===== config.mk =====
export PLATFORM = sky130hd
export DESIGN_NAME = regFile
export DESIGN_NICKNAME = d
export VERILOG_FILES = /design/src/rtl/exuPkg.sv /design/src/rtl/regFile.sv
export SDC_FILE = /design/constraint.sdc
export NUM_CORES = 2
export LEC_CHECK = 0
export BUFFER_PORTS_ARGS = -buffer_cell sky130_fd_sc_hd__buf_2
export CAP_MARGIN = 20
export CORE_AREA = 2 2 493 495
export DETAILED_ROUTE_END_ITERATION = 16
export DIE_AREA = 0 0 495 497
export REMOVE_ABC_BUFFERS = 1
export SLEW_MARGIN = 40
export SYNTH_ARGS = -nofsm -noshare
export SYNTH_HDL_FRONTEND = slang
export SYNTH_SLANG_ARGS = --single-unit

===== constraint.sdc =====
create_clock -name clk -period 19.26 [get_ports clk]
set_input_delay 3.852 -clock clk [delete_from_list [all_inputs] [get_ports clk]]
set_output_delay 3.852 -clock clk [all_outputs]
set_load 0.005 [all_outputs]

===== src/rtl/exuPkg.sv =====
// ----------------------------
// RV64 execute definitions
// ----------------------------
package exuPkg;

    localparam int xlen     = 64;
    localparam int regAddrW = 5;
    localparam int csrAddrW = 12;

    // implemented machine CSRs
    localparam logic [csrAddrW-1:0] csrMstatus = 12'h300;
    localparam logic [csrAddrW-1:0] csrMtvec   = 12'h305;
    localparam logic [csrAddrW-1:0] csrMepc    = 12'h341;
    localparam logic [csrAddrW-1:0] csrMcause  = 12'h342;

    // environment call from M-mode
    localparam logic [xlen-1:0] ecallCause = 64'd11;

    typedef enum logic [6:0] {
        opImm    = 7'b0010011,
        opReg    = 7'b0110011,
        opLui    = 7'b0110111,
        opAuipc  = 7'b0010111,
        opBranch = 7'b1100011,
        opJal    = 7'b1101111,
        opJalr   = 7'b1100111,
        opSystem = 7'b1110011
    } opcodeE;

    // encoded as {funct7[5], funct3} so decode can cast directly
    typedef enum logic [3:0] {
        aluAdd  = 4'b0000,
        aluSll  = 4'b0001,
        aluSlt  = 4'b0010,
        aluSltu = 4'b0011,
        aluXor  = 4'b0100,
        aluSrl  = 4'b0101,
        aluOr   = 4'b0110,
        aluAnd  = 4'b0111,
        aluSub  = 4'b1000,
        aluSra  = 4'b1101
    } aluOpE;

    typedef enum logic {
        srcARs1,
        srcAPc
    } aluSrcAE;

    typedef enum logic [1:0] {
        srcBRs2,
        srcBImm,
        srcBFour
    } aluSrcBE;

    typedef enum logic [3:0] {
        brNone,
        brJal,
        brJalr,
        brEq,
        brNe,
        brLt,
        brGe,
        brLtu,
        brGeu
    } branchE;

    // matches funct3[1:0] of csrrw/csrrs/csrrc
    typedef enum logic [1:0] {
        csrNone  = 2'b00,
        csrWrite = 2'b01,
        csrSet   = 2'b10,
        csrClear = 2'b11
    } csrOpE;

    typedef enum logic [1:0] {
        wbAlu,
        wbCsr,
        wbPcPlus4
    } wbSelE;

endpackage

===== src/rtl/regFile.sv =====
// ----------------------------
// integer register file
// ----------------------------
`timescale 1ns/10ps

module regFile (
    input  logic                         clk,
    input  logic                         rstN,
    input  logic                         commit,
    input  logic                         wen,
    input  logic [exuPkg::regAddrW-1:0]  raddrA,
    input  logic [exuPkg::regAddrW-1:0]  raddrB,
    input  logic [exuPkg::regAddrW-1:0]  waddr,
    input  logic [exuPkg::xlen-1:0]      wdata,
    output logic [exuPkg::xlen-1:0]      rdataA,
    output logic [exuPkg::xlen-1:0]      rdataB
);
    logic [exuPkg::xlen-1:0] regs [2**exuPkg::regAddrW];

    always_ff @(posedge clk) begin
        if (!rstN) begin
            for (int i = 0; i < 2**exuPkg::regAddrW; i++) begin
                regs[i] <= '0;
            end
        end else if (commit && wen && waddr != '0) begin
            regs[waddr] <= wdata;
        end
    end

    // x0 reads as zero
    assign rdataA = (raddrA == '0) ? '0 : regs[raddrA];
    assign rdataB = (raddrB == '0) ? '0 : regs[raddrB];

endmodule


-- Word level (Yosys, flattened, before mapping)
Memory sizes are Yosys's and may differ from the RTL's.
Cells that the tools add are included.
- bits in registers: 0
- bits in writable memories: 2048
- input bits: 83
- output and inout bits: 128
- word-level logic and storage cells: 16
- memories kept: 1
- memories (memory ; words ; bits a word ; read ports ; clocked after Yosys merged registers in ; wr ports ; line ; text):
    regs ; 32 ; 64 ; 2 ; 0 ; 32 ; regFile.sv:18 ; logic [exuPkg::xlen-1:0] regs [2**exuPkg::regAddrW];
- muxes and demuxes: 9
- reductions and logical operators: 6
- operators with widths (operator ; number):
    $mux W64 ; 3
    $reduce_or A64 Y1 ; 1
    $logic_not A5 Y1 ; 2
    $mux W1 ; 5
    $mux W5 ; 1
    $reduce_bool A5 Y1 ; 1
    $logic_and A1 B1 Y1 ; 2

-- Longest topological paths before layout
- depth after elaboration: 7
- depth in mapped cells: 9
- depth with buffers taken out: 4

-- Worst setup path after synthesis
No wires, ideal clock.
- path type: input-to-reg
- start point: in waddr[3] (netlist name)
- end point: mem regs[1][0] (netlist name), enable pin
- setup time: 0.574 ns
- arrival: 8.962 ns
- setup slack: 9.723 ns
- cell stages on the path: 3
- cell sequence: clkbuf_1 or3_1 o21ai_0
- RTL lines (what ; line ; text):
    start: declaration ; regFile.sv:13 ; input logic [exuPkg::regAddrW-1:0] waddr,
    end: declaration ; regFile.sv:18 ;

-- Worst setup path after layout
- start point: in raddrA[1] (netlist name)
- end point: out rdataA[32] (netlist name)
- cells in the longest elaborated chain, start to end: 2
- elaborated cells between the ends (all ways): 3
- RTL lines (what ; line ; text):
    start: declaration ; regFile.sv:11 ; input logic [exuPkg::regAddrW-1:0] raddrA,
    $mem_v2 Z32 W64 or $logic_not A5 Y1 (tied branches) ; n/a ;
    $mux W64 * ; regFile.sv:31 ; assign rdataA = (raddrA == '0) ? '0 : regs[raddrA];
    end: declaration ; regFile.sv:15 ; output logic [exuPkg::xlen-1:0] rdataA,
Every way passes the cells marked *; elsewhere a longest branch is shown, timed or not.

==> results.toml <==
[detailed_routing]
top_layer = "met5"
via_count = 68440
drcViolationCount = 0
postRouteAntennaNets = 0
wl_met1_mm = 148.3
wl_met2_mm = 180.2
avgViaCountPerCell = 6.635
drtIter0Drc = 10300
dr.pass1.iters = 6
wl_per_cell_um = 37.91
wirelength_mm = 391.0
wl_met3_mm = 44.22

[clock_tree]
clk_path_buf_depth = 3
cts_root_buf = "clkbuf_16"
cts_made_buffers = 216
cts_tree = "done"
cts_resized = 0
cts_hold_buf = 0
cts_setup_buffers = 0
cts.reportedPaths.clkPinSlew_ps = 60
cts_sinks = 2048
htree_levels = 4

[floorplanning]
die_h_um = 497
num_rows = 180
start_util_pct = 44.97
die_w_um = 495
dieArea_sq_mm = 0.2460
coreArea_sq_mm = 0.2401
io_pins = 211

[timing]
fin_crit_ps = 11910
rsz0062_at_grt = "false"
slew_headroom_pct = 30.61
slew_violations = 0
setup-tns-final_ps = 0
setup_viol = 0
max_slew.worst_pin.slew_ps = 1041
fmax_mhz = 83.94
finalCritPeriodShare_pct = 61.85
hold_viol = 0
worst_slack_ps = 7347

[yosys]
netlist_instances = 6987
synth_seq_cells = 2048
ys.flop_type = "edfxtp_1"
yosys.cell_types.count = 42
ys_seq_area_share_pct = 56.96
synth_area_sq_mm = 0.1080
synth-edff-count = 2048
synthesis.area_per_instance_sq_um = 15.45
async_reset_ff_share_pct = 0
yosys_warnings = 0

[power_and_ir_drop]
peakVddDrop_v = 0.00007601
leakage_uw = 0.04148
powerDensity_mw_per_mm2 = 88.45

[run]
drv_cap = 0

[status]
status = "finished clean"

[critical_path]
critPathCaptureType = "output port"
start_kind = "primary input"
cp.arrival_ps = 8060
crit_fanout = 116
critPathRequiredTime_ps = 15410
crit_type = "in -> out"

[layout]
syn_to_final_growth_pct = 11.39
largest_register_ffs = 2048
regMostFlops = "regs"
final_common_cell = "edfxtp_1"
layout_common_cells = "2048 x edfxtp_1, 1985 x and2_1, 920 x mux4_2"
fin_area_sq_mm = 0.1203
fin_nets = 7025
layout-drive-gt1-share_pct = 26.14
final_cell_count_no_fill = 10320
reg_top3 = "regs: 2048 flops"

[place]
gp_congestion = 0.8290
dp.cells = 9899
dp_worst_setup_slack_ps = 7181
hpwl_mm = 213.9
io_buffers = 210
dpl_cell_area_sq_mm = 0.1132

[global_route]
grt_use_total_pct = 31.46
grt_max_degree = 117
grt_pass1_wl_mm = 540.7
antenna_found_initial = 55
grt.overflow.total = 0
grt_pass1_vias = 68200

[min_path]
holdCritPathClass = "in -> reg"
-- power breakdown --
part,switching [uW],internal [uW]
Combinational,733,523
Clock,1820,2300
Sequential,120,5140
Total,2670,7960
-- worst max-delay path, stage by stage --
cell	delay (ps)
buf_8	510
buf_4	700
buf_12	560
mux4_2	590
nor2b_1	140
a2111oi_0	780
nor4_2	220
buf_2	190
-- metal layers --
metal	track usage [%]	up-vias
li1	-	26930
met1	43.25	35850
met2	48.68	4713
met3	6.950	939
met4	12.63	20
met5	0	-
-- path summary, 6_finish.rpt --
path	from	end	slack [ps]	cells after the start
setup / recovery	raddrA[1]	rdataA[32]	7350	8
hold / removal	wdata[61]	regs[23][61]$_SDFFCE_PN0P_	3560	2
-- synth_stat cells, drive strengths merged, types with 41 or more instances --
library cell	number	area, sq um
edfxtp	2048	61500
and2	1986	12420
o22ai	149	932.1
buf	202	1082
mux4	920	20720
mux2i	406	4064
a211oi	117	878.3
a22o	43	376.6
a31oi	50	312.8
or2	47	294.0
o221ai	41	359.1
nand2	43	161.4
mux2	80	900.9
clkbuf	568	2132
a22oi	43	322.8
-- metrics by stage --
step	total power (uW)	hold slack (ps)	util, %
final	10640	3559	50.10
after global routing	10890	3555	50.09
after CTS	10640	3494	49.98
after detailed placement	6587	4447	47.15
after global placement	6551	4447	46.73
after floorplan	5951	4050	-
-- cell families (layout without fill, tap and decap cells) --
family	Yosys count	after routing	synth area share [%]
buf+inv	775	843	2.994
flops	2048	2048	56.96
compound gates	554	554	3.699
mux	1406	1406	23.79
simple gates	2203	2203	12.55
other cells	1	76	0.003473
-- final cells by class --
cell class | instances | area [sq um]
fill | 19850 | 119800
sequential | 2048 | 61500
multi-input combinational | 4227 | 44120
clock buffer | 272 | 5700
tap | 3185 | 3985
timing repair buffer | 444 | 3822
clock inverter | 122 | 1091
antenna | 12 | 30.03
inverter | 5 | 23.77
Power figures use the tool's default switching activity.
