**src/rtl/exuPkg.sv**
```systemverilog
// ----------------------------
// RV64 execute definitions
// ----------------------------
package exuPkg;

    localparam int xlen     = 64;
    localparam int regAddrW = 5;
    localparam int csrAddrW = 12;

    // implemented machine CSRs
    localparam logic [csrAddrW-1:0] csrMstatus = 12'h300;
    localparam logic [csrAddrW-1:0] csrMtvec   = 12'h305;
    localparam logic [csrAddrW-1:0] csrMepc    = 12'h341;
    localparam logic [csrAddrW-1:0] csrMcause  = 12'h342;

    // environment call from M-mode
    localparam logic [xlen-1:0] ecallCause = 64'd11;

    typedef enum logic [6:0] {
        opImm    = 7'b0010011,
        opReg    = 7'b0110011,
        opLui    = 7'b0110111,
        opAuipc  = 7'b0010111,
        opBranch = 7'b1100011,
        opJal    = 7'b1101111,
        opJalr   = 7'b1100111,
        opSystem = 7'b1110011
    } opcodeE;

    // encoded as {funct7[5], funct3} so decode can cast directly
    typedef enum logic [3:0] {
        aluAdd  = 4'b0000,
        aluSll  = 4'b0001,
        aluSlt  = 4'b0010,
        aluSltu = 4'b0011,
        aluXor  = 4'b0100,
        aluSrl  = 4'b0101,
        aluOr   = 4'b0110,
        aluAnd  = 4'b0111,
        aluSub  = 4'b1000,
        aluSra  = 4'b1101
    } aluOpE;

    typedef enum logic {
        srcARs1,
        srcAPc
    } aluSrcAE;

    typedef enum logic [1:0] {
        srcBRs2,
        srcBImm,
        srcBFour
    } aluSrcBE;

    typedef enum logic [3:0] {
        brNone,
        brJal,
        brJalr,
        brEq,
        brNe,
        brLt,
        brGe,
        brLtu,
        brGeu
    } branchE;

    // matches funct3[1:0] of csrrw/csrrs/csrrc
    typedef enum logic [1:0] {
        csrNone  = 2'b00,
        csrWrite = 2'b01,
        csrSet   = 2'b10,
        csrClear = 2'b11
    } csrOpE;

    typedef enum logic [1:0] {
        wbAlu,
        wbCsr,
        wbPcPlus4
    } wbSelE;

endpackage
```
**src/rtl/instDecode.sv**
```systemverilog
// ----------------------------
// RV64 instruction decode
// ----------------------------
`timescale 1ns/10ps

module instDecode (
    input  logic [31:0]                  inst,
    output logic [exuPkg::regAddrW-1:0]  rs1,
    output logic [exuPkg::regAddrW-1:0]  rs2,
    output logic [exuPkg::regAddrW-1:0]  rd,
    output logic [exuPkg::xlen-1:0]      imm,
    output exuPkg::aluOpE                aluOp,
    output exuPkg::aluSrcAE              aluSrcA,
    output exuPkg::aluSrcBE              aluSrcB,
    output exuPkg::branchE               branch,
    output exuPkg::csrOpE                csrOp,
    output logic [exuPkg::csrAddrW-1:0]  csrAddr,
    output exuPkg::wbSelE                wbSel,
    output logic                         regWen,
    output logic                         isEcall,
    output logic                         isMret,
    output logic                         illegal
);
    exuPkg::opcodeE opcode;
    logic [2:0] funct3;
    logic [6:0] funct7;
    logic [exuPkg::xlen-1:0] immI, immB, immU, immJ;
    logic csrKnown;

    assign opcode  = exuPkg::opcodeE'(inst[6:0]);
    assign funct3  = inst[14:12];
    assign funct7  = inst[31:25];
    assign rs2     = inst[24:20];
    assign rd      = inst[11:7];
    assign csrAddr = inst[31:20];

    // sign-extended immediate formats
    assign immI = {{52{inst[31]}}, inst[31:20]};
    assign immB = {{51{inst[31]}}, inst[31], inst[7], inst[30:25], inst[11:8], 1'b0};
    assign immU = {{32{inst[31]}}, inst[31:12], 12'b0};
    assign immJ = {{43{inst[31]}}, inst[31], inst[19:12], inst[20], inst[30:21], 1'b0};

    assign csrKnown = csrAddr inside {exuPkg::csrMstatus, exuPkg::csrMtvec,
                                      exuPkg::csrMepc, exuPkg::csrMcause};

    always_comb begin
        rs1     = inst[19:15];
        imm     = immI;
        aluOp   = exuPkg::aluAdd;
        aluSrcA = exuPkg::srcARs1;
        aluSrcB = exuPkg::srcBImm;
        branch  = exuPkg::brNone;
        csrOp   = exuPkg::csrNone;
        wbSel   = exuPkg::wbAlu;
        regWen  = 1'b0;
        isEcall = 1'b0;
        isMret  = 1'b0;
        illegal = 1'b0;
        case (opcode)
            exuPkg::opImm: begin
                regWen = 1'b1;
                // only srai carries the alternate bit
                aluOp = exuPkg::aluOpE'({inst[30] && funct3 == 3'b101, funct3});
                if (funct3 == 3'b001) illegal = inst[31:26] != 6'b0;
                if (funct3 == 3'b101) illegal = {inst[31], inst[29:26]} != 5'b0;
            end
            exuPkg::opReg: begin
                regWen  = 1'b1;
                aluSrcB = exuPkg::srcBRs2;
                aluOp   = exuPkg::aluOpE'({inst[30], funct3});
                illegal = !(funct7 == 7'b0 ||
                            (funct7 == 7'b0100000 && (funct3 == 3'b000 || funct3 == 3'b101)));
            end
            exuPkg::opLui: begin
                // x0 as operand A turns the add into a pass of imm
                rs1    = '0;
                imm    = immU;
                regWen = 1'b1;
            end
            exuPkg::opAuipc: begin
                imm     = immU;
                aluSrcA = exuPkg::srcAPc;
                regWen  = 1'b1;
            end
            exuPkg::opBranch: begin
                imm     = immB;
                aluSrcB = exuPkg::srcBRs2;
                case (funct3)
                    3'b000: begin
                        branch = exuPkg::brEq;
                        aluOp  = exuPkg::aluSub;
                    end
                    3'b001: begin
                        branch = exuPkg::brNe;
                        aluOp  = exuPkg::aluSub;
                    end
                    3'b100: begin
                        branch = exuPkg::brLt;
                        aluOp  = exuPkg::aluSlt;
                    end
                    3'b101: begin
                        branch = exuPkg::brGe;
                        aluOp  = exuPkg::aluSlt;
                    end
                    3'b110: begin
                        branch = exuPkg::brLtu;
                        aluOp  = exuPkg::aluSltu;
                    end
                    3'b111: begin
                        branch = exuPkg::brGeu;
                        aluOp  = exuPkg::aluSltu;
                    end
                    default: illegal = 1'b1;
                endcase
            end
            exuPkg::opJal, exuPkg::opJalr: begin
                imm     = (opcode == exuPkg::opJal) ? immJ : immI;
                aluSrcA = exuPkg::srcAPc;
                aluSrcB = exuPkg::srcBFour;
                wbSel   = exuPkg::wbPcPlus4;
                regWen  = 1'b1;
                if (opcode == exuPkg::opJal) begin
                    branch = exuPkg::brJal;
                end else begin
                    branch  = exuPkg::brJalr;
                    illegal = funct3 != 3'b000;
                end
            end
            exuPkg::opSystem: begin
                if (funct3 == 3'b000) begin
                    if (inst == 32'h0000_0073) isEcall = 1'b1;
                    else if (inst == 32'h3020_0073) isMret = 1'b1;
                    else illegal = 1'b1;
                end else if (funct3[2] == 1'b0) begin
                    csrOp   = exuPkg::csrOpE'(funct3[1:0]);
                    wbSel   = exuPkg::wbCsr;
                    regWen  = 1'b1;
                    illegal = !csrKnown;
                end else begin
                    // immediate CSR forms not implemented
                    illegal = 1'b1;
                end
            end
            default: illegal = 1'b1;
        endcase
    end

endmodule

```
**config.mk**
```make
export PLATFORM = sky130hd
export DESIGN_NAME = instDecode
export DESIGN_NICKNAME = d
export VERILOG_FILES = /design/src/rtl/exuPkg.sv /design/src/rtl/instDecode.sv
export SDC_FILE = /design/constraint.sdc
export NUM_CORES = 1
export LEC_CHECK = 0
export BUFFER_PORTS_ARGS = -buffer_cell sky130_fd_sc_hd__buf_2
export CORE_UTILIZATION = 41
export DETAILED_ROUTE_END_ITERATION = 6
export PLACE_DENSITY = 0.91
export REMOVE_ABC_BUFFERS = 1
export SYNTH_ARGS = -nofsm -noshare
export SYNTH_HDL_FRONTEND = slang
export SYNTH_SLANG_ARGS = --single-unit
```
**constraint.sdc**
```tcl
create_clock -name vclk -period 4.1
set_input_delay 0.82 -clock vclk [all_inputs]
set_output_delay 0.82 -clock vclk [all_outputs]
set_load 0.01 [all_outputs]
```
# --- Word level (Yosys, flattened, before mapping) ---
# Index checks and enable logic that the tools add are counted.
op_classes:
  bitwise_logic: 0
  n_reduce_logical: 21
  multipliers: 0
  n_lt_le_gt_ge: 0
  add_sub_neg: 0
  n_mux: 35
  n_eq_ne: 20
  n_shift: 0
  div: 0
op_table:
  columns: ["op", "count"]
  rows:
  - ["31-bit case mux with 3 select lines", 1]
  - ["12-bit by 10-bit == test with 1-bit output (second input constant)", 4]
  - ["32-bit by 30-bit == test with 1-bit output (second input constant)", 1]
  - ["32-bit by 7-bit == test with 1-bit output (second input constant)", 1]
  - ["7-bit == test (second input constant)", 4]
  - ["4-bit case mux with 3 select lines", 2]
  - ["4-bit case mux with 6 select lines", 1]
  - ["7-bit by 6-bit == test with 1-bit output (second input constant)", 3]
  - ["1-bit 2-to-1 mux", 20]
  - ["20-bit 2-to-1 mux", 1]
  - ["7-bit by 5-bit == test with 1-bit output (second input constant)", 2]
  - ["3-bit == test (second input constant)", 4]
  - ["2-bit OR reduction", 6]
  - ["6-bit OR reduction", 2]
  - ["2-bit 2-to-1 mux", 4]
  - ["2-bit case mux with 2 select lines", 2]
  - ["4-bit case mux with 2 select lines", 1]
  - ["7-bit zero test", 1]
  - ["1-bit case mux with 6 select lines", 1]
  - ["6-bit nonzero test", 1]
  - ["5-bit 2-to-1 mux", 1]
  - ["5-bit nonzero test", 1]
  - ["4-bit nonzero test", 1]
  - ["3-bit by 1-bit == test with 1-bit output (second input constant)", 1]
  - ["other kinds (7)", 10]
totals:
  romBits: 0
  latchBits: 0
  n_memories: 0
  ram_bits: 0
  in_bits: 32
  out_inout_bits: 110
  ff_bits: 0
  elab_cells: 76

# --- Longest topological paths before layout ---
depth:
  depth_word: 6
  ltp_mapped: 6
  ltp_nobuf: 4

# --- Worst setup path before layout ---
# OpenSTA, ideal clock, no wires.
synth_path:
  path_kind: "input-to-output"
  startpoint: "in inst[5]"
  endpoint: "out aluOp[3]"
  t_required_ns: 3.280
  path_stages: 5
  path_buffers: 1
  arrival_time_ns: 1.907
  setup_slack_ns: 1.373
  path_cell_list: "buf_4 > nand4_4 > or3_4 > nand2b_4 > o31ai_1"
synth_between:
  elab_chain_cells: 2
  word_cells_on_any_way: 4
  cone_classes: "3 x eq/ne; 1 x mux"
synth_rtl:
  columns: ["element", "line_no", "text"]
  rows:
  - ["start: declaration", "instDecode.sv:7", "input logic [31:0] inst,"]
  - ["7-bit == test (tied with other cells)", "instDecode.sv:59", "case (opcode)"]
  - ["4-bit case mux with 3 select lines (*)", "instDecode.sv:59", null]
  - ["end: declaration", "instDecode.sv:12", "output exuPkg::aluOpE aluOp,"]
# Every way passes the cells marked *; elsewhere a longest branch is shown, timed or not.

# --- Final worst setup path ---
layout_path:
  startpoint: "in inst[2]"
  endpoint: "out imm[23] (netlist name)"
layout_between:
  elab_chain_cells: 3
  word_cells_on_any_way: 8
  cone_classes: "5 x eq/ne; 1 x mux; 2 x reduce/logical"
layout_rtl:
  columns: ["element", "line_no", "text"]
  rows:
  - ["7-bit == test (tied with other cells)", "instDecode.sv:59", null]
  - ["2-bit OR reduction", null, null]
  - ["31-bit case mux with 3 select lines (*)", "instDecode.sv:59", null]
  - ["end: declaration", "instDecode.sv:11", "output logic [exuPkg::xlen-1:0] imm,"]
# Marked as above.

==> run summary <==
SYNTHESIS
------------------------------------------------------------------------------
Most used standard cell by instance count after synthesis                buf_4
Number of cells produced by synthesis                                      207
Synthesis Warnings                                                           0
Library cells used by synthesis                                             48
Post-Synthesis Mean Instance Area                                     6.79 um2
Cell type contributing the most total cell area after synthesis          buf_4
Total standard cell area after synthesis                           0.00141 mm2
Share of Yosys cell area claimed by the top area cell type               31.0%
Proportion of synthesized chip area in sequential cells                     0%
Dominant cells by area after synthesis                            buf_4 31%, a21o_1 5.9%, and2_1 5.8%
Top cells by count, synth                                         58 x buf_4, 14 x nand2_1, 13 x and2_1, 13 x o21ai_0, 11 x a21o_1

DIE
------------------------------------------------------------------------------
Area of the die                                                    0.00367 mm2
Count of boundary I/O pins                                                 142
Number of standard-cell rows in the floorplan                               20
Total core area                                                    0.00315 mm2
Die height                                                             60.6 um
Starting Density                                                         44.6%
Horizontal extent of the die                                           60.6 um

CELLS AND AREA
------------------------------------------------------------------------------
Fill count                                                                 335
Share of post-route cells with drive strength above 1                    54.1%
Final antenna diode count                                                    0
Sequential cell count of the final layout                                    0
NumNets Final                                                              317
Layout overhead on the synthesized area                                  20.6%
Reg area                                                                 0 um2
Count of clock-net buffers in the final layout                               0

STA
------------------------------------------------------------------------------
Final hold vios                                                              0
RSZ-0062 raised after global routing                                     false
Final max-slew violation count                                               0
Final Cycle Share                                                        82.4%
Period minus WS final                                                  3.38 ns
Slew at the pin closest to its max-slew limit                         0.709 ns
Setup Total Neg Slack                                                     0 ns
Worst slew margin                                                        52.4%
Minimum hold slack                                                     1.88 ns
Max Freq                                                             0.296 GHz
Fin worst setup slack                                                 0.721 ns
Final number of setup-violating endpoints                                    0

POWER
------------------------------------------------------------------------------
Share of power burned in registers                                          0%
Design internal power                                              0.0000665 W
Power per cell area                                                97.9 mW/mm2
Static leakage                                                        0.961 nW
Share of power burned in combinational logic                            100.0%
Switching portion of total power                                         59.9%
VDD IR-drop max                                                        74.6 uV
Power, Total                                                        0.000166 W
Net switching power figure                                         0.0000996 W
Clock network power share                                                   0%

PLACED DESIGN
------------------------------------------------------------------------------
Placement-stage worst setup slack                                     0.729 ns
Placer congestion estimate                                               0.864
# port buffers                                                             142
Post-detail-place hpwl                                                 3710 um

WORST SETUP PATH
------------------------------------------------------------------------------
Worst setup SP type                                                 input port
Endpoint class of the critical path                               primary output
Critical Path AT                                                       2.56 ns
List of cells traversed by the critical path                      buf_2 -> inv_1 -> nor4_4 -> nor2_1 -> a21o_1 -> buf_2
Kind of critical path                                             input port to primary output
Crit-path slowest cell                                                  nor4_4
Most prevalent standard cell on the critical path                        buf_2
Worst endpoint required time                                           3.28 ns
Largest driver fanout on the critical path                                  15
Delay contributed by the slowest stage of the critical path            0.67 ns

ROUTING
------------------------------------------------------------------------------
Via count                                                                1,728
Routed length per instance                                             14.2 um
Violation count after the first detailed-route iteration                    78
Antenna Nets Post-Route                                                      0
Drt via density                                                           5.28
DRC Markers                                                                  0
Wirelength, routed                                                     4660 um
First drt pass iteration count                                               4

WORST HOLD PATH
------------------------------------------------------------------------------
Hold Crit Start                                                        inst[8]
Hold crit path type                                               input port to primary output
Hold path endpoint                                                       rd[1]
Cell depth of the worst min-delay path                                       2

GLOBAL ROUTE
------------------------------------------------------------------------------
Wire length of the first global-routing pass                           6670 um
Largest net degree at the start of global routing                           38
Global routing usage summed across all routing layers                    23.2%
Global-route congestion overflow total                                       0
Antenna violations before repair                                             0
Number of global-route vias before repair                                1,383

CTS
------------------------------------------------------------------------------
Hold buffer count at cts                                                     0
Number of instances resized during post-cts repair                           0
Post-CTS repair timing setup buffer count                                    0

RUN
------------------------------------------------------------------------------
Number of max-cap violations                                                 0

OUTCOME
------------------------------------------------------------------------------
Status                                                            finished, final reports clean

## worst max-delay path by stage
stage          endpoint  startpoint  depth (start not counted)  slack [ns]
2_1_floorplan    imm[1]     inst[1]                          4        1.09
3_3_place_gp    imm[23]     inst[2]                          6        0.79
3_5_place_dp    imm[23]     inst[2]                          6        0.73
4_1_cts         imm[23]     inst[2]                          6        0.73
5_1_grt         imm[24]     inst[2]                          6        0.57
6_report        imm[23]     inst[2]                          6        0.72
## metrics by stage
| stage | utilization, % | cell area [um2] | std cells |
|---|---|---|---|
| after floorplan | - | 916 | 139 |
| after global placement | 53.8 | 1700 | 327 |
| after detailed placement | 53.8 | 1700 | 327 |
| after CTS | 53.8 | 1700 | 327 |
| after global routing | 53.8 | 1700 | 327 |
| final | 53.8 | 1700 | 327 |
## metal layers
layer	share of wire [%]	GRT usage (%)	vias to the layer above
met5	0	0	-
met4	0	0.325	0
met3	8.0	0.853	0
met2	46	40.8	106
met1	46	33.3	782
li1	-	-	840
## power groups by stage
stage / sequential [W] / combinational, W / clock, W
6_report: 0 / 0.000166 / 0
5_1_grt: 0 / 0.000180 / 0
4_1_cts: 0 / 0.000166 / 0
3_5_place_dp: 0 / 0.000165 / 0
3_3_place_gp: 0 / 0.000163 / 0
2_1_floorplan: 0 / 0.0000537 / 0
## cells by family after synthesis
logic type,Yosys count,share of synthesized area [%]
and+or+nand+nor,83,37.5
buffers and inverters,71,35.7
AOI/OAI and AO/OA,50,24.8
xor gates and xnor gates,2,1.25
muxes,1,0.801
## final cells by class
| class | count | area [um2] | share of cell area [%] |
|---|---|---|---|
| Multi-Input combinational cell | 136 | 905 | 53.3 |
| Timing Repair Buffer | 144 | 726 | 42.8 |
| Tap cell | 44 | 55.1 | 3.24 |
| Inverter | 3 | 11.3 | 0.664 |
## cells in the final DEF, fill, tap and decap left out, drive strengths merged, types with 2 or more instances in the layout
cell     instances
o41ai            2
and3             3
nand2           15
or3              3
a21o            11
nor2             8
nor4            11
nand3            4
inv              3
and4             2
o211ai           3
and2            13
buf            144
nand3b           2
xor2             2
a2111oi          2
o31ai            2
nor3             5
nand2b           9
a22o             4
nor2b            2
nor3b            2
o21ai           13
nand4            2
a21oi            4
## critical path, delay by kind of cell
family,cells,cell delay [ns]
AND/OR/NAND/NOR,2,1.02
buffers and inverters,3,0.47
AO/OA/AOI/OAI,1,0.24
Note: power is estimated with default switching activity, not from simulation.
