`src/rtl/exuPkg.sv`:
```
// ----------------------------
// RV64 execute definitions
// ----------------------------
package exuPkg;

    localparam int xlen     = 64;
    localparam int regAddrW = 5;
    localparam int csrAddrW = 12;

    // implemented machine CSRs
    localparam logic [csrAddrW-1:0] csrMstatus = 12'h300;
    localparam logic [csrAddrW-1:0] csrMtvec   = 12'h305;
    localparam logic [csrAddrW-1:0] csrMepc    = 12'h341;
    localparam logic [csrAddrW-1:0] csrMcause  = 12'h342;

    // environment call from M-mode
    localparam logic [xlen-1:0] ecallCause = 64'd11;

    typedef enum logic [6:0] {
        opImm    = 7'b0010011,
        opReg    = 7'b0110011,
        opLui    = 7'b0110111,
        opAuipc  = 7'b0010111,
        opBranch = 7'b1100011,
        opJal    = 7'b1101111,
        opJalr   = 7'b1100111,
        opSystem = 7'b1110011
    } opcodeE;

    // encoded as {funct7[5], funct3} so decode can cast directly
    typedef enum logic [3:0] {
        aluAdd  = 4'b0000,
        aluSll  = 4'b0001,
        aluSlt  = 4'b0010,
        aluSltu = 4'b0011,
        aluXor  = 4'b0100,
        aluSrl  = 4'b0101,
        aluOr   = 4'b0110,
        aluAnd  = 4'b0111,
        aluSub  = 4'b1000,
        aluSra  = 4'b1101
    } aluOpE;

    typedef enum logic {
        srcARs1,
        srcAPc
    } aluSrcAE;

    typedef enum logic [1:0] {
        srcBRs2,
        srcBImm,
        srcBFour
    } aluSrcBE;

    typedef enum logic [3:0] {
        brNone,
        brJal,
        brJalr,
        brEq,
        brNe,
        brLt,
        brGe,
        brLtu,
        brGeu
    } branchE;

    // matches funct3[1:0] of csrrw/csrrs/csrrc
    typedef enum logic [1:0] {
        csrNone  = 2'b00,
        csrWrite = 2'b01,
        csrSet   = 2'b10,
        csrClear = 2'b11
    } csrOpE;

    typedef enum logic [1:0] {
        wbAlu,
        wbCsr,
        wbPcPlus4
    } wbSelE;

endpackage
```
`src/rtl/resultSelect.sv`:
```
// ----------------------------
// next pc and write-back
// ----------------------------
`timescale 1ns/10ps

module resultSelect (
    input  exuPkg::branchE            branch,
    input  exuPkg::wbSelE             wbSel,
    input  logic                      isEcall,
    input  logic                      isMret,
    input  logic                      zero,
    input  logic [exuPkg::xlen-1:0]   aluRes,
    input  logic [exuPkg::xlen-1:0]   pc,
    input  logic [exuPkg::xlen-1:0]   imm,
    input  logic [exuPkg::xlen-1:0]   rs1Data,
    input  logic [exuPkg::xlen-1:0]   csrRdata,
    input  logic [exuPkg::xlen-1:0]   mepc,
    input  logic [exuPkg::xlen-1:0]   mtvec,
    output logic [exuPkg::xlen-1:0]   dnpc,
    output logic [exuPkg::xlen-1:0]   wbData
);
    logic taken;
    logic [exuPkg::xlen-1:0] pcPlus4, pcPlusImm, jalrTarget;

    assign pcPlus4    = pc + 64'd4;
    assign pcPlusImm  = pc + imm;
    assign jalrTarget = (rs1Data + imm) & ~64'd1;

    // aluRes[0] holds the slt/sltu outcome for ordered compares
    always_comb begin
        case (branch)
            exuPkg::brJal:  taken = 1'b1;
            exuPkg::brEq:   taken = zero;
            exuPkg::brNe:   taken = !zero;
            exuPkg::brLt:   taken = aluRes[0];
            exuPkg::brGe:   taken = !aluRes[0];
            exuPkg::brLtu:  taken = aluRes[0];
            exuPkg::brGeu:  taken = !aluRes[0];
            default:        taken = 1'b0;
        endcase
    end

    always_comb begin
        if (isEcall) dnpc = mtvec;
        else if (isMret) dnpc = mepc;
        else if (branch == exuPkg::brJalr) dnpc = jalrTarget;
        else if (taken) dnpc = pcPlusImm;
        else dnpc = pcPlus4;
    end

    always_comb begin
        case (wbSel)
            exuPkg::wbCsr:     wbData = csrRdata;
            exuPkg::wbPcPlus4: wbData = pcPlus4;
            default:           wbData = aluRes;
        endcase
    end

endmodule

```
`config.mk`:
```
export PLATFORM = sky130hd
export DESIGN_NAME = resultSelect
export DESIGN_NICKNAME = d
export VERILOG_FILES = /design/src/rtl/exuPkg.sv /design/src/rtl/resultSelect.sv
export SDC_FILE = /design/constraint.sdc
export NUM_CORES = 1
export LEC_CHECK = 0
export ABC_AREA = 0
export BUFFER_PORTS_ARGS = -buffer_cell sky130_fd_sc_hd__buf_2
export CORE_AREA = 2 2 229 231
export DETAILED_ROUTE_END_ITERATION = 7
export DIE_AREA = 0 0 231 233
export PLACE_DENSITY = 0.53
export SLEW_MARGIN = 0
export SYNTH_ARGS = -nofsm -noshare
export SYNTH_HDL_FRONTEND = slang
export SYNTH_SLANG_ARGS = --single-unit
export TNS_END_PERCENT = 100
```
`constraint.sdc`:
```
create_clock -name vclk -period 6.9
set_input_delay 0.345 -clock vclk [all_inputs]
set_output_delay 0.345 -clock vclk [all_outputs]
set_load 0.05 [all_outputs]
```
* Yosys cells after proc, flatten, opt, wreduce, memory -nomap -nowiden
Index checks and enable logic that the tools add are counted.
Word-level totals: memories 0, latch bits 0, bits in read-only memories 0, output and inout port bits 128, memory bits (writable) 0, word-level logic and storage cells 23, bits of input ports 457, register bits 0
Cells by class: reductions and logical operators 4, eq/ne operators 10, add/sub/neg operators 3, div/mod/pow operators 0, shift-type cells 0, multipliers 0, bitwise operators 0, order comparisons 0, multiplexer cells 6
Operators by type and width (count):
- 2-to-1 mux 64 bit | 4
- adder 64 bit | 2
- case mux 64 bit (2 select lines) | 1
- adder 64 x 3 -> 64 bit, second input constant | 1
- equality test 4 x 3 -> 1 bit, second input constant | 4
- equality test 4 x 2 -> 1 bit, second input constant | 2
- case mux 1 bit (5 select lines) | 1
- equality test 4 x 1 -> 1 bit, second input constant | 1
- equality test 4 bit, second input constant | 1
- OR reduction 2 bit | 2
- equality test 2 x 1 -> 1 bit, second input constant | 1
- equality test 2 bit, second input constant | 1
- logical NOT 1 bit | 2

* Depth between registers and ports, before layout
Gate-level depths: netlist of run 1.
word-level depth 7, gate-level depth with buffers 13, depth with buffers taken out 13

* Least setup slack after synthesis of run 1
No wires, ideal clock.
path type input to output, start input port pc[0] in the netlist's numbering, end output port dnpc[62] in the netlist's numbering, setup slack 2.087 ns, arrival time 4.468 ns, cell stages on the path 13, path buffers 0, required time 6.555 ns, path through ha_1 > fa_1 > a21o_1 > nand4_1 > nand3_1 > a21oi_1 > a21oi_2 > o31ai_1 > o31ai_2 > a211oi_1 > a21oi_1 > mux2i_1 > o41ai_1
Between the ends: cells in the longest elaborated chain, start to end 5, elaborated cells on any way between the ends 6, those cells by class add/sub (2); mux (4)
Ends and longest elaborated chain:
- start, declared | line resultSelect.sv:13 | input logic [exuPkg::xlen-1:0] pc,
- adder 64 x 3 -> 64 bit or adder 64 bit (tied branches) | line resultSelect.sv:25, resultSelect.sv:26
- 2-to-1 mux 64 bit (*) | line resultSelect.sv:47 | else if (taken) dnpc = pcPlusImm;
- 2-to-1 mux 64 bit (*) | line resultSelect.sv:46 | else if (branch == exuPkg::brJalr) dnpc = jalrTarget;
- 2-to-1 mux 64 bit (*) | line resultSelect.sv:45 | else if (isMret) dnpc = mepc;
- 2-to-1 mux 64 bit (*) | line resultSelect.sv:44 | if (isEcall) dnpc = mtvec;
- end, declared | line resultSelect.sv:19 | output logic [exuPkg::xlen-1:0] dnpc,
Every way passes the cells marked *; elsewhere a longest branch is shown, timed or not.

* Final worst setup path of run 1
start input port imm[14] in the netlist's numbering, end output port dnpc[61] in the netlist's numbering
Between the ends: cells in the longest elaborated chain, start to end 5, elaborated cells on any way between the ends 6, those cells by class add/sub (2); mux (4)
Ends and longest elaborated chain:
- start, declared | line resultSelect.sv:14 | input logic [exuPkg::xlen-1:0] imm,
- adder 64 bit | line resultSelect.sv:26 | assign pcPlusImm = pc + imm;
- 2-to-1 mux 64 bit | line resultSelect.sv:47
- 2-to-1 mux 64 bit (*) | line resultSelect.sv:46
- 2-to-1 mux 64 bit (*) | line resultSelect.sv:45
- 2-to-1 mux 64 bit (*) | line resultSelect.sv:44
Marks and branches as above.

==> results.cfg, run 1 <==
[sta]
finalHoldViolCount = 0
fin_setup_tns_ns = 0
finalMaxSlewViolations = 0
period_share_pct = 74.3
min_period_ns = 5.12
tightest_slew_ns = 1.12
holdWs_ns = 1.08
fmax_ghz = 0.195
rsz0062_at_grt = false
slew_headroom_pct = 24.7
setup_viol = 0

[routing]
wirelength_um = 77200
wirelength_met1_um = 33700
met3_length_um = 6790
first_iter_violations = 1612
top_layer_used = met5
remaining_drc_errors = 0
vias = 17200
wire_per_inst_um = 25.4
wl_met2_um = 34900
vias_per_cell = 5.64
firstDrtPassIters = 7
ant_nets = 0

[global_routing]
grt_antenna_before_repair = 27
track_usage_pct = 26.8
grt_max_degree = 83
grt_first_pass_wirelength_um = 107000
overflow = 0
grt_pass1_vias = 16000

[critical_path]
endpoint_kind = output pin
required_ns = 6.55
arrival_ns = 4.78
setup.worst_path.class = primary input to output pin
critPathLaunchType = primary input
path_max_fanout = 10

[power_and_ir_drop]
p_switching_mw = 1.15
p_comb_share_pct = 100.0
p_seq_share_pct = 0
p_leak_nw = 7.03
p_int_mw = 0.549
power_mw = 1.70
p_sw_share_pct = 67.8
ir_drop_v = 0.0000437
p_clk_share_pct = 0
power_density_mw_per_mm2 = 111

[flow_run]
drv_cap = 0

[clock_tree]
cts-resized-gates = 0
cts_hold_buffers = 0
post-cts-setup-buffers = 0

[die]
die_x_um = 231
initial_core_util_pct = 23.0
die_area_sq_mm = 0.0538
num_io_pins = 585
fp.coreArea_sq_mm = 0.0511
core.rowCount = 83
die_h_um = 233

[hold_path]
hold_start = mtvec[60]
holdCritPathClass = primary input to output pin
whs_path_depth = 4
min_to = dnpc[60]

[logic_synthesis]
yosys_warnings = 0
synth.distinct_cells = 85
synth_nets = 2445
syn_avg_cell_area_sq_um = 6.34
synth-seq-area-share_pct = 0
syn_area_sq_mm = 0.0118
synth_cells = 1858

[finish]
final-seq-area_sq_um = 0
seq_cells = 0
fin_nets = 2939
layout.clock_buffers = 0
post-route-util_pct = 30.0
final_layout_size_suffix_gt1_share_pct = 27.7
fin_cells = 3041
area_delta_synth_final_pct = 30.3

[place]
numPortBuffers = 585
placedCellCount = 3030
place_congestion = 0.979
post-dp-hpwl_um = 64900

[outcome]
status = finished, final reports clean
## cell usage in the layout, fill, tap and decap left out, types with 14 or more instances in the layout
master	count
nor2_1	112
o22ai_1	24
xnor2_1	99
o21a_1	18
a21o_1	61
o21ai_0	193
inv_1	40
nor2b_1	15
ha_1	126
a31oi_1	18
nand2_1	258
nand3_1	53
xor2_1	65
buf_4	24
o21bai_1	24
a221oi_1	23
nor3_1	29
o211ai_1	14
and3_1	34
nand4_1	40
a22oi_1	78
buf_2	585
a211oi_1	27
a21oi_1	201
## layout make-up
class	instances	area (sq um)
diodes	11	27.5
fillers	5889	35800
inverters	41	154
multi-input cells	1700	11200
well taps	680	851
repair buffers	609	3110
## synth_stat cells (34+ instances only)
library cell / count / area (sq um)
xnor2_1: 99 / 867
nor2_1: 114 / 428
a22oi_1: 78 / 586
a21o_1: 61 / 458
nand3_1: 53 / 265
ha_1: 128 / 1600
nand2_1: 258 / 968
and3_1: 34 / 213
a21oi_1: 201 / 1010
nand4_1: 40 / 250
clkbuf_1: 96 / 360
o21ai_0: 193 / 966
xor2_1: 65 / 569
inv_1: 40 / 150
## kinds of logic after synthesis
| group | after synthesis | synth area share, % |
|---|---|---|
| AOI/OAI and AO/OA | 783 | 43.1 |
| xor gates and xnor gates | 164 | 12.2 |
| adders and majority gates | 130 | 13.9 |
| buffers and inverters | 158 | 5.27 |
| muxes | 10 | 0.871 |
| and+or+nand+nor | 613 | 24.6 |
## metal layers
| layer | vias to the layer above | track usage [%] |
|---|---|---|
| met5 | - | 0 |
| met4 | 14 | 5.87 |
| met3 | 113 | 4.88 |
| met2 | 882 | 43.5 |
| met1 | 8120 | 36.5 |
| li1 | 8027 | - |
## critical path: stages
cell	delay (ns)
buf_2	0.11
ha_1	0.46
nand4_1	0.19
nor3_1	0.45
o211ai_1	0.37
nand4_1	0.33
nand3b_1	0.23
o31ai_1	0.67
a41oi_1	0.40
o31ai_1	0.43
xor2_1	0.12
a211oi_1	0.31
a21oi_1	0.12
buf_2	0.23
## power groups by stage
stage / Combinational (mW) / Sequential, mW / Clock (mW)
after floorplan: 1.09 / 0 / 0
after global placement: 1.68 / 0 / 0
after detailed placement: 1.68 / 0 / 0
after CTS: 1.69 / 0 / 0
after global routing: 1.82 / 0 / 0.0000000970
final: 1.70 / 0 / 0.000000222
## stage by stage
| step | setup WS [ns] | area, sq um |
|---|---|---|
| global placement | 2.03 | 15300 |
| finish | 1.78 | 15300 |
| CTS | 2.01 | 15300 |
| global route | 1.64 | 15300 |
| detailed placement | 2.03 | 15300 |
| floorplan | 2.09 | 11800 |
## how the worst max path moves through the flow
stage                  from  endpoint  slack, ns  cells past startpoint
floorplan             pc[0]  dnpc[62]       2.09                     13
global placement      pc[0]  dnpc[36]       2.03                     15
detailed placement    pc[0]  dnpc[36]       2.03                     15
CTS                   pc[0]  dnpc[36]       2.01                     15
global route        imm[14]  dnpc[61]       1.64                     14
finish              imm[14]  dnpc[61]       1.78                     14
No activity file was read; power rests on OpenSTA's default activity.
==> run 2, diff against run 1 <==
--- a/config.mk
+++ b/config.mk
@@ -7,10 +7,10 @@
 export LEC_CHECK = 0
 export ABC_AREA = 0
 export BUFFER_PORTS_ARGS = -buffer_cell sky130_fd_sc_hd__buf_2
-export CORE_AREA = 2 2 229 231
+export CORE_AREA = 2 2 225 227
 export DETAILED_ROUTE_END_ITERATION = 7
-export DIE_AREA = 0 0 231 233
-export PLACE_DENSITY = 0.53
+export DIE_AREA = 0 0 227 229
+export PLACE_DENSITY = 0.54
 export SLEW_MARGIN = 0
 export SYNTH_ARGS = -nofsm -noshare
 export SYNTH_HDL_FRONTEND = slang
==> constraint.sdc (replaced) <==
create_clock -name vclk -period 5
set_input_delay 0.25 -clock vclk [all_inputs]
set_output_delay 0.25 -clock vclk [all_outputs]
set_load 0.05 [all_outputs]
==> results.cfg, run 2 (same netlist as run 1, synthesis figures left out) <==
[outcome]
status = finished, final reports clean

[finish]
seq_cells = 0
layout.clock_buffers = 0
final-seq-area_sq_um = 0
final_cell_mix = buf_2 (585), nand2_1 (258), a21oi_1 (201), o21ai_0 (193), ha_1 (126)
fin_nets = 2953
final_common_cell = buf_2
area_delta_synth_final_pct = 31.2
fin_cells = 3045
final_layout_size_suffix_gt1_share_pct = 28.2

[sta]
rsz0062_at_grt = false
slew_headroom_pct = 9.57
finalHoldViolCount = 0
fin_ws_ns = 0.376
finalMaxSlewViolations = 0
fmax_ghz = 0.216
period_share_pct = 92.5
tightest_slew_ns = 1.35
setup_viol = 0
fin_setup_tns_ns = 0
min_period_ns = 4.62

[critical_path]
path_max_fanout = 5
critPathLaunchType = primary input
arrival_ns = 4.37
setup.worst_path.class = primary input to output pin
required_ns = 4.75
endpoint_kind = output pin

[routing]
first_iter_violations = 1367
vias = 17200
ant_nets = 0
remaining_drc_errors = 0
wire_per_inst_um = 25.9
wirelength_um = 78900
vias_per_cell = 5.65
firstDrtPassIters = 6

[power_and_ir_drop]
ir_drop_v = 0.0000543
power_density_mw_per_mm2 = 155
p_leak_nw = 7.10

[die]
die_h_um = 229
die_area_sq_mm = 0.0520
initial_core_util_pct = 23.7
fp.coreArea_sq_mm = 0.0497
num_io_pins = 585
core.rowCount = 82
die_x_um = 227

[place]
place_congestion = 1.02
numPortBuffers = 585
post-dp-hpwl_um = 66200
placedCellCount = 3036
dp_slack_ns = 0.483

[hold_path]
whs_path_depth = 4
holdCritPathClass = primary input to output pin

[flow_run]
drv_cap = 0

[global_routing]
grt_pass1_vias = 16500
overflow = 0
grt_first_pass_wirelength_um = 109000
grt_antenna_before_repair = 21
grt_max_degree = 75
track_usage_pct = 28.3

[clock_tree]
post-cts-setup-buffers = 0
cts-resized-gates = 0
cts_hold_buffers = 0
run 2: cell types whose count changed in the layout (fill, tap and decap cells not counted), sizes merged:
cell / before / now
buf: 609 / 623
diode: 11 / 9
run 2: where the power goes:
group	internal (mW)	switching [mW]	total, mW
Sequential	0	0	0
Combinational	0.772	1.62	2.39
Clock	0.000000232	0	0.000000232
run 2: metrics by stage:
| step | hold WS (ns) | utilization [%] | instance area [sq um] | total power, mW |
|---|---|---|---|---|
| 2_1_floorplan | 0.771 | - | 11800 | 1.51 |
| 3_3_place_gp | 0.894 | 31.1 | 15400 | 2.35 |
| 3_5_place_dp | 0.899 | 31.1 | 15400 | 2.35 |
| 4_1_cts | 0.901 | 31.1 | 15400 | 2.37 |
| 5_1_grt | 0.912 | 31.1 | 15400 | 2.55 |
| 6_report | 0.900 | 31.1 | 15400 | 2.39 |
run 2: worst max-delay path, cell delays in order:
cell	delay (ns)
buf_2	0.13
ha_1	0.24
fa_1	0.42
a21o_1	0.21
nand4_1	0.09
nand3_1	0.19
a21oi_1	0.20
buf_4	0.19
a21oi_2	0.07
o31ai_1	0.42
o31ai_2	0.17
a211oi_1	0.57
a21oi_1	0.18
mux2i_1	0.16
o41ai_1	0.53
buf_2	0.36
run 2: area by class of cell:
type | count | area, sq um
fill | 5651 | 34200
tap | 672 | 841
inverter | 41 | 154
multi-input combinational | 1700 | 11200
timing repair buffer | 623 | 3230
antenna | 9 | 22.5
run 2: metal layers:
metal	vias up	GRT usage [%]	share of wire, %
li1	8048	-	-
met1	8132	37.6	43
met2	884	46.2	44
met3	123	5.85	9.4
met4	16	7.43	3.0
met5	-	0	0.14
run 2: path summary, 6_finish.rpt:
kind                 start        to  slack (ns)
setup / recovery     pc[0]  dnpc[62]        0.38
hold / removal    mtvec[8]   dnpc[8]        0.90
